<file path="src/board_pkg.sv">
// Board subsystem shared types
package board_pkg;

  // ==================================================
  // Display and IO widths
  // ==================================================

  // Active low, bit 0 drives segment a
  typedef logic [6:0]  seg_t;
  typedef logic [3:0]  nibble_t;
  typedef logic [23:0] value_t;

  typedef logic [7:0]  arg_t;
  typedef logic [9:0]  sw_t;
  typedef logic [3:0]  key_t;
  typedef logic [9:0]  led_t;

  // Saturates at 255
  typedef logic [7:0]  drop_cnt_t;

  // ==================================================
  // Encodings
  // ==================================================

  typedef enum logic [1:0] {
    op_shift,
    op_add,
    op_clear
  } cmd_op_t;

  typedef enum logic [1:0] {
    released,
    press_wait,
    pressed,
    release_wait
  } deb_state_t;

endpackage

</file>
<file path="src/hex_decoder.sv">
// Hex digit to seven segment glyph
`timescale 1ns/10ps

module hex_decoder import board_pkg::*; (
  input  nibble_t digit,
  output seg_t    seg
);

  // Patterns are gfedcba, a zero lights the segment
  always_comb begin
    case (digit)
      4'h0:    seg = 7'h40;
      4'h1:    seg = 7'h79;
      4'h2:    seg = 7'h24;
      4'h3:    seg = 7'h30;
      4'h4:    seg = 7'h19;
      4'h5:    seg = 7'h12;
      4'h6:    seg = 7'h02;
      4'h7:    seg = 7'h78;
      4'h8:    seg = 7'h00;
      4'h9:    seg = 7'h10;
      4'ha:    seg = 7'h08;
      4'hb:    seg = 7'h03;
      4'hc:    seg = 7'h46;
      4'hd:    seg = 7'h21;
      4'he:    seg = 7'h06;
      default: seg = 7'h0e;
    endcase
  end

endmodule

</file>
<file path="src/reset_sync.sv">
// System reset generator
`timescale 1ns/10ps

module reset_sync (
  input  logic clk,
  input  logic rst_n,
  input  logic button_rst_n,
  input  logic pll_locked,
  output logic sys_rst_n
);

  // Any source low forces reset immediately
  logic       arst_n;
  logic [1:0] sync_q;

  assign arst_n = rst_n & button_rst_n & pll_locked;

  // Ones shift in after release, so deassertion lands on a clock edge
  always_ff @(posedge clk or negedge arst_n) begin
    if (!arst_n) begin
      sync_q <= 2'b00;
    end else begin
      sync_q <= {sync_q[0], 1'b1};
    end
  end

  assign sys_rst_n = sync_q[1];

endmodule

</file>
<file path="src/key_debounce.sv">
// Push button debouncer
`timescale 1ns/10ps

module key_debounce import board_pkg::*; #(
  parameter int DEBOUNCE_CYCLES = 500000
) (
  input  logic clk,
  input  logic rst_n,
  input  logic key_n,
  output logic press
);

  localparam int CNT_W = $clog2(DEBOUNCE_CYCLES);
  localparam logic [CNT_W-1:0] CNT_LAST = CNT_W'(DEBOUNCE_CYCLES - 1);

  logic             key_meta;
  logic             key_sync;
  logic             key_low;
  logic [CNT_W-1:0] cnt;
  deb_state_t       state;

  // Two flop synchronizer, idles high like the released key
  always_ff @(posedge clk or negedge rst_n) begin
    if (!rst_n) begin
      key_meta <= 1'b1;
      key_sync <= 1'b1;
    end else begin
      key_meta <= key_n;
      key_sync <= key_meta;
    end
  end

  assign key_low = ~key_sync;

  // ==================================================
  // Stable level FSM
  // ==================================================
  always_ff @(posedge clk or negedge rst_n) begin
    if (!rst_n) begin
      state <= released;
      cnt   <= '0;
      press <= 1'b0;
    end else begin
      press <= 1'b0;
      case (state)
        released: begin
          if (key_low) begin
            state <= press_wait;
            cnt   <= CNT_W'(1);
          end
        end
        press_wait: begin
          if (!key_low) begin
            state <= released;
          end else if (cnt == CNT_LAST) begin
            state <= pressed;
            press <= 1'b1;
          end else begin
            cnt <= cnt + 1'b1;
          end
        end
        pressed: begin
          if (!key_low) begin
            state <= release_wait;
            cnt   <= CNT_W'(1);
          end
        end
        release_wait: begin
          // A bounce back low keeps the key held, no second pulse
          if (key_low) begin
            state <= pressed;
          end else if (cnt == CNT_LAST) begin
            state <= released;
          end else begin
            cnt <= cnt + 1'b1;
          end
        end
        default: state <= released;
      endcase
    end
  end

endmodule

</file>
<file path="src/cmd_issuer.sv">
// Key command issuer
`timescale 1ns/10ps

module cmd_issuer import board_pkg::*; #(
  parameter int FIFO_DEPTH = 4
) (
  input  logic      clk,
  input  logic      rst_n,
  input  logic      press_shift,
  input  logic      press_add,
  input  logic      press_clear,
  input  sw_t       sw,
  input  logic      credit_return,
  output logic      cmd_valid,
  output cmd_op_t   cmd_op,
  output arg_t      cmd_arg,
  output drop_cnt_t drop_cnt
);

  localparam int CRED_W = $clog2(FIFO_DEPTH + 1);

  logic [CRED_W-1:0] credits;
  logic              any_press;
  logic              issue;
  logic [1:0]        n_press;
  logic [1:0]        n_drop;
  logic [8:0]        drop_sum;
  cmd_op_t           sel_op;
  arg_t              sel_arg;

  assign any_press = press_shift | press_add | press_clear;
  assign issue     = any_press && (credits != '0);

  // Every press that is not issued counts as a drop
  assign n_press  = 2'(press_shift) + 2'(press_add) + 2'(press_clear);
  assign n_drop   = issue ? n_press - 2'd1 : n_press;
  assign drop_sum = {1'b0, drop_cnt} + 9'(n_drop);

  // Priority shift, add, clear
  always_comb begin
    if (press_shift) begin
      sel_op  = op_shift;
      sel_arg = {4'b0000, sw[3:0]};
    end else if (press_add) begin
      sel_op  = op_add;
      sel_arg = sw[7:0];
    end else begin
      sel_op  = op_clear;
      sel_arg = '0;
    end
  end

  always_ff @(posedge clk or negedge rst_n) begin
    if (!rst_n) begin
      credits   <= CRED_W'(FIFO_DEPTH);
      cmd_valid <= 1'b0;
      drop_cnt  <= '0;
    end else begin
      // Return and spend may land on the same edge
      credits   <= credits + CRED_W'(credit_return) - CRED_W'(issue);
      cmd_valid <= issue;
      drop_cnt  <= drop_sum[8] ? 8'hff : drop_sum[7:0];
    end
  end

  always_ff @(posedge clk) begin
    if (issue) begin
      cmd_op  <= sel_op;
      cmd_arg <= sel_arg;
    end
  end

endmodule

</file>
<file path="src/display_engine.sv">
// Seven segment display engine
`timescale 1ns/10ps

module display_engine import board_pkg::*; #(
  parameter int FIFO_DEPTH = 4
) (
  input  logic      clk,
  input  logic      rst_n,
  input  logic      freeze,
  input  logic      cmd_valid,
  input  cmd_op_t   cmd_op,
  input  arg_t      cmd_arg,
  input  drop_cnt_t drop_cnt,
  output logic      credit_return,
  output seg_t      hex0,
  output seg_t      hex1,
  output seg_t      hex2,
  output seg_t      hex3,
  output seg_t      hex4,
  output seg_t      hex5,
  output led_t      ledr
);

  localparam int PTR_W = (FIFO_DEPTH > 1) ? $clog2(FIFO_DEPTH) : 1;
  localparam int CNT_W = $clog2(FIFO_DEPTH + 1);

  cmd_op_t          op_mem  [FIFO_DEPTH];
  arg_t             arg_mem [FIFO_DEPTH];
  logic [PTR_W-1:0] wr_ptr;
  logic [PTR_W-1:0] rd_ptr;
  logic [CNT_W-1:0] count;
  logic             empty;
  logic             pop;
  value_t           value;
  seg_t             seg [6];

  function automatic logic [PTR_W-1:0] next_ptr(input logic [PTR_W-1:0] ptr);
    if (ptr == PTR_W'(FIFO_DEPTH - 1)) begin
      return '0;
    end
    return ptr + 1'b1;
  endfunction

  // ==================================================
  // Command queue
  // ==================================================

  // Issuer credits guarantee a free slot on every write
  always_ff @(posedge clk) begin
    if (cmd_valid) begin
      op_mem[wr_ptr]  <= cmd_op;
      arg_mem[wr_ptr] <= cmd_arg;
    end
  end

  assign empty         = (count == '0);
  assign pop           = !freeze && !empty;
  assign credit_return = pop;

  always_ff @(posedge clk or negedge rst_n) begin
    if (!rst_n) begin
      wr_ptr <= '0;
      rd_ptr <= '0;
      count  <= '0;
    end else begin
      if (cmd_valid) wr_ptr <= next_ptr(wr_ptr);
      if (pop) rd_ptr <= next_ptr(rd_ptr);
      count <= count + CNT_W'(cmd_valid) - CNT_W'(pop);
    end
  end

  // ==================================================
  // Value register and drive
  // ==================================================
  always_ff @(posedge clk or negedge rst_n) begin
    if (!rst_n) begin
      value <= '0;
    end else if (pop) begin
      case (op_mem[rd_ptr])
        op_shift: value <= {value[19:0], arg_mem[rd_ptr][3:0]};
        op_add:   value <= value + value_t'(arg_mem[rd_ptr]);
        op_clear: value <= '0;
        default:  value <= value;
      endcase
    end
  end

  // Digit 0 is the lowest nibble
  for (genvar i = 0; i < 6; i++) begin : g_digit
    hex_decoder u_hex_decoder (
      .digit (value[4*i +: 4]),
      .seg   (seg[i])
    );
  end

  assign hex0 = seg[0];
  assign hex1 = seg[1];
  assign hex2 = seg[2];
  assign hex3 = seg[3];
  assign hex4 = seg[4];
  assign hex5 = seg[5];

  assign ledr = {freeze, !empty, drop_cnt};

endmodule

</file>
<file path="src/board_top.sv">
// Board subsystem top level
`timescale 1ns/10ps

module board_top import board_pkg::*; #(
  parameter int DEBOUNCE_CYCLES = 500000,
  parameter int FIFO_DEPTH      = 4
) (
  input  logic clk,
  input  logic rst_n,
  input  logic pll_locked,
  input  key_t key,
  input  sw_t  sw,
  output seg_t hex0,
  output seg_t hex1,
  output seg_t hex2,
  output seg_t hex3,
  output seg_t hex4,
  output seg_t hex5,
  output led_t ledr
);

  logic      sys_rst_n;
  logic      cmd_valid;
  logic      credit_return;
  logic [2:0] press;
  cmd_op_t   cmd_op;
  arg_t      cmd_arg;
  drop_cnt_t drop_cnt;

  // key[3] doubles as the reset button
  reset_sync u_reset_sync (
    .clk          (clk),
    .rst_n        (rst_n),
    .button_rst_n (key[3]),
    .pll_locked   (pll_locked),
    .sys_rst_n    (sys_rst_n)
  );

  // key0 shift, key1 add, key2 clear
  for (genvar i = 0; i < 3; i++) begin : g_key
    key_debounce #(
      .DEBOUNCE_CYCLES (DEBOUNCE_CYCLES)
    ) u_key_debounce (
      .clk   (clk),
      .rst_n (sys_rst_n),
      .key_n (key[i]),
      .press (press[i])
    );
  end

  cmd_issuer #(
    .FIFO_DEPTH (FIFO_DEPTH)
  ) u_cmd_issuer (
    .clk           (clk),
    .rst_n         (sys_rst_n),
    .press_shift   (press[0]),
    .press_add     (press[1]),
    .press_clear   (press[2]),
    .sw            (sw),
    .credit_return (credit_return),
    .cmd_valid     (cmd_valid),
    .cmd_op        (cmd_op),
    .cmd_arg       (cmd_arg),
    .drop_cnt      (drop_cnt)
  );

  // sw[9] holds the queue
  display_engine #(
    .FIFO_DEPTH (FIFO_DEPTH)
  ) u_display_engine (
    .clk           (clk),
    .rst_n         (sys_rst_n),
    .freeze        (sw[9]),
    .cmd_valid     (cmd_valid),
    .cmd_op        (cmd_op),
    .cmd_arg       (cmd_arg),
    .drop_cnt      (drop_cnt),
    .credit_return (credit_return),
    .hex0          (hex0),
    .hex1          (hex1),
    .hex2          (hex2),
    .hex3          (hex3),
    .hex4          (hex4),
    .hex5          (hex5),
    .ledr          (ledr)
  );

endmodule

</file>
<file path="config.mk">
export PLATFORM = sky130hd
export DESIGN_NAME = board_top
export DESIGN_NICKNAME = d
export VERILOG_FILES = /design/src/board_pkg.sv /design/src/hex_decoder.sv /design/src/reset_sync.sv /design/src/key_debounce.sv /design/src/cmd_issuer.sv /design/src/display_engine.sv /design/src/board_top.sv
export SDC_FILE = /design/constraint.sdc
export NUM_CORES = 1
export LEC_CHECK = 0
export BUFFER_PORTS_ARGS = -buffer_cell sky130_fd_sc_hd__buf_2
export CELL_PAD_IN_SITES_DETAIL_PLACEMENT = 0
export CELL_PAD_IN_SITES_GLOBAL_PLACEMENT = 1
export CORE_UTILIZATION = 35
export DETAILED_ROUTE_END_ITERATION = 10
export GPL_TIMING_DRIVEN = 0
export PLACE_DENSITY = 0.58
export SLEW_MARGIN = 30
export SYNTH_ARGS = -nofsm -noshare
export SYNTH_HDL_FRONTEND = slang
export SYNTH_HIERARCHICAL = 1
export SYNTH_SLANG_ARGS = --single-unit
</file>
<file path="constraint.sdc">
create_clock -name clk -period 10.75 [get_ports clk]
set_input_delay 0.5375 -clock clk [delete_from_list [all_inputs] [get_ports clk]]
set_output_delay 0.5375 -clock clk [all_outputs]
set_load 0.05 [all_outputs]
</file>
==> impl_metrics.env <==
export IMPL_synth_nets=1098
export IMPL_synth_most_common_cell="dfrtp_1"
export IMPL_clk_path_buf_depth=2
export IMPL_synth_commonest_cells="dfrtp_1, nor2_1, nand2_1"
export IMPL_required_ps=11120
export IMPL_die_w_um=176
export IMPL_rsz0062_at_grt="false"
export IMPL_syn_to_final_growth_pct=14.3
export IMPL_period_share=0.341
export IMPL_cts_root_buf="clkbuf_16"
export IMPL_avgSynthCellArea_um2=10.5
export IMPL_power_density_nw_per_um2=249
export IMPL_gp_congestion=0.768
export IMPL_wirelength_um=23900
export IMPL_grt_pass1_vias=7703
export IMPL_postRouteAntennaNets=0
export IMPL_finalNetCount=1187
export IMPL_drt_iter0_markers=320
export IMPL_async_flop_share=0.701
export IMPL_crit_start="u_display_engine/rd_ptr[1]"
export IMPL_htree_levels=4
export IMPL_worst_path_stages=11
export IMPL_hold_class="primary input to async pin"
export IMPL_grt_total_usage=0.163
export IMPL_hold_viol=0
export IMPL_design_area_um2=12100
export IMPL_grt_antenna_before_repair=0
export IMPL_placed_area_um2=11500
export IMPL_yosysWarnings=6
export IMPL_ys_top_cells_by_area="dfrtp_1, edfxtp_1, ha_1"
export IMPL_num_antenna_cells=0
export IMPL_cts_tree="done"
export IMPL_drt_first_pass_iters=5
export IMPL_tns_ps=0
export IMPL_cts_setup_buffers=0
export IMPL_critPathCaptureType="register"
export IMPL_synth_ff_type="dfrtp_1"
export IMPL_drive_gt1_frac=0.204
export IMPL_total_power_uw=3010
export IMPL_r2r_end="u_display_engine/value[18]"
export IMPL_crit_arrival_ps=4030
export IMPL_synth_edff_count=50
export IMPL_path_class="register to register"
export IMPL_drc=0
export IMPL_max_slew_margin=0.559
export IMPL_max_freq_mhz=273
export IMPL_core_area_um2=29700
export IMPL_grt_pass1_wl_um=40700
export IMPL_portBuffers=67
export IMPL_worst_path_dominant_cell_family="compound AO/OA/AOI/OAI gates"
export IMPL_gr_total_overflow=0
export IMPL_rows=63
export IMPL_use_met1=0.222
export IMPL_worstMarginPinSlew_ps=660
export IMPL_die_h_um=176
export IMPL_grtUsageMet3=0.0221
export IMPL_path_max_fanout=10
export IMPL_ir_drop_uv=148
export IMPL_ios=69
export IMPL_start_util=0.356
export IMPL_synth_cell_types=79
export IMPL_dpl_cell_count=1469
export IMPL_outcome="completed"
export IMPL_cp_start_kind="register"
export IMPL_syn_inst=1010
export IMPL_cts_buffers=17
export IMPL_via_per_inst=5.22
export IMPL_use_met2=0.272
export IMPL_grt_max_degree=46
export IMPL_vias=7843
export IMPL_finalSetupViolations=0
export IMPL_endpoint="u_display_engine/value[18]"
export IMPL_yosysTopAreaCellShare=0.260
export IMPL_dp_hpwl_um=17300
export IMPL_rr_startpoint="u_display_engine/rd_ptr[1]"
export IMPL_cts_sinks=167
export IMPL_slew_violations=0
export IMPL_gr_max_usage_layer="met2"
export IMPL_insertion_delay_ps=430
export IMPL_die_area_um2=30900
export IMPL_crit_chain="clkbuf_1 -> mux4_2 -> ha_1 -> inv_1 -> fa_1 -> nor2b_1 -> o2111ai_1 -> a31oi_2 -> nand3_1 -> o41ai_1 -> a22o_1"
export IMPL_finalCriticalPeriod_ps=3660
export IMPL_synth_seq_cells=167
export IMPL_skew_ps=13.1
export IMPL_max_stage_delay_ps=520
export IMPL_reg2regPathDepth=11
export IMPL_cpMaxStageDelayCell="a31oi_2"
export IMPL_rrSetupSlack_ps=7090
export IMPL_stdcell_count=1502
export IMPL_cp_num_buf_inv=2
export IMPL_synth_area_leader_cell="dfrtp_1"
export IMPL_seq_area_frac_synth=0.419
export IMPL_clk_pin_slew_worst_paths_ps=70
export IMPL_post_drt_wl_per_cell_um=15.9
export IMPL_max_cap_viol_count=0
export IMPL_synth_area_um2=10600
export IMPL_fill_cells=2920
export IMPL_power_static_leakage_uw=0.00499
==> power by group <==
| group | internal [µW] | switching, µW | leakage, µW | total, µW |
|---|---|---|---|---|
| registers | 724 | 136 | 0.00191 | 860 |
| clock network | 374 | 265 | 0.000301 | 639 |
| logic | 527 | 986 | 0.00278 | 1510 |
| total | 1620 | 1390 | 0.00499 | 3010 |
==> layout by cell type (no fill, tap or decap), types with 9 or more instances in the layout <==
cell type / instances
inv_1: 43
nand4_1: 18
ha_1: 66
a21o_1: 16
and2_1: 14
nand3_1: 42
clkbuf_1: 16
mux4_2: 10
mux2_2: 9
nor3_1: 15
o21ai_1: 12
a31oi_1: 27
dfrtp_1: 109
buf_6: 18
a21oi_1: 47
o31ai_1: 10
buf_2: 85
mux2i_1: 29
edfxtp_1: 50
nand2_1: 70
nand2b_1: 12
and3_1: 16
o21ai_0: 44
nor2_1: 79
a22o_1: 22
buf_4: 9
clkbuf_16: 18
==> final cells by class <==
type,instances,area [µm²],area share
well taps,390,488,0.0403
inverters,46,173,0.0143
flip-flops and latches,167,4440,0.367
plain buffers,61,420,0.0348
clock inverters,11,135,0.0112
multi-input cells,736,5560,0.459
repair buffers,70,400,0.0331
clock buffers,21,483,0.0399
==> what timing repair did <==
item	4_1_cts	5_1_grt
endpoints found under the hold margin	2	0
gates resized for setup	0	0
hold buffers	1	0
==> state kept, by name (all words and copies together), names as in the netlist, named ones only <==
signal and flops:
u_display_engine/rd_ptr 2, g_key.u_key_debounce/key_sync 3, u_display_engine/count 3, u_display_engine/arg_mem 32, u_cmd_issuer/cmd_op 2, u_display_engine/wr_ptr 2, g_key.u_key_debounce/key_meta 3, g_key.u_key_debounce/state 3
u_display_engine/op_mem 8, u_display_engine/value 24, g_key.u_key_debounce/press 3, u_cmd_issuer/cmd_valid 1, u_cmd_issuer/cmd_arg 8, g_key.u_key_debounce/cnt 57, u_reset_sync/sync_q 2, u_cmd_issuer/drop_cnt 8
u_cmd_issuer/credits 3
==> kinds of logic after synthesis <==
kind of cell,share of synthesized area
buffers and inverters,0.0560
muxes,0.0764
other,0.000354
DFF,0.419
adders and majority gates,0.0875
xor gates and xnor gates,0.0179
AOI/OAI and AO/OA,0.159
and+or+nand+nor,0.183
==> per-stage QoR <==
| stage | utilization | setup slack [ps] | hold slack, ps |
|---|---|---|---|
| 3_5_place_dp | 0.386 | 7050 | 317 |
| 6_report | 0.407 | 7090 | 23.2 |
| 3_3_place_gp | 0.384 | 5350 | 336 |
| 2_1_floorplan | - | 7260 | 331 |
| 4_1_cts | 0.407 | 7050 | 4.83 |
| 5_1_grt | 0.407 | 6760 | 28.9 |
==> worst min path at each step <==
stage                                 from                        endpoint  slack, ps  depth (start not counted)
global route                         rst_n          u_reset_sync/sync_q[1]         30                          2
finish                               rst_n          u_reset_sync/sync_q[1]         20                          2
detailed placement  u_reset_sync/sync_q[1]  g_key[2].u_key_debounce/cnt[6]        320                          0
global placement    u_reset_sync/sync_q[0]          u_reset_sync/sync_q[1]        340                          0
floorplan           u_reset_sync/sync_q[0]          u_reset_sync/sync_q[1]        330                          0
CTS                                  rst_n          u_reset_sync/sync_q[1]          5                          2
==> routing by layer <==
layer | wire length, µm | vias to the layer above | share of wire
li1 | - | 3917 | -
met1 | 11400 | 3803 | 0.48
met2 | 11600 | 105 | 0.49
met3 | 589 | 18 | 0.025
met4 | 250 | 0 | 0.010
met5 | 0 | - | 0
Power figures use the tool's default switching activity.
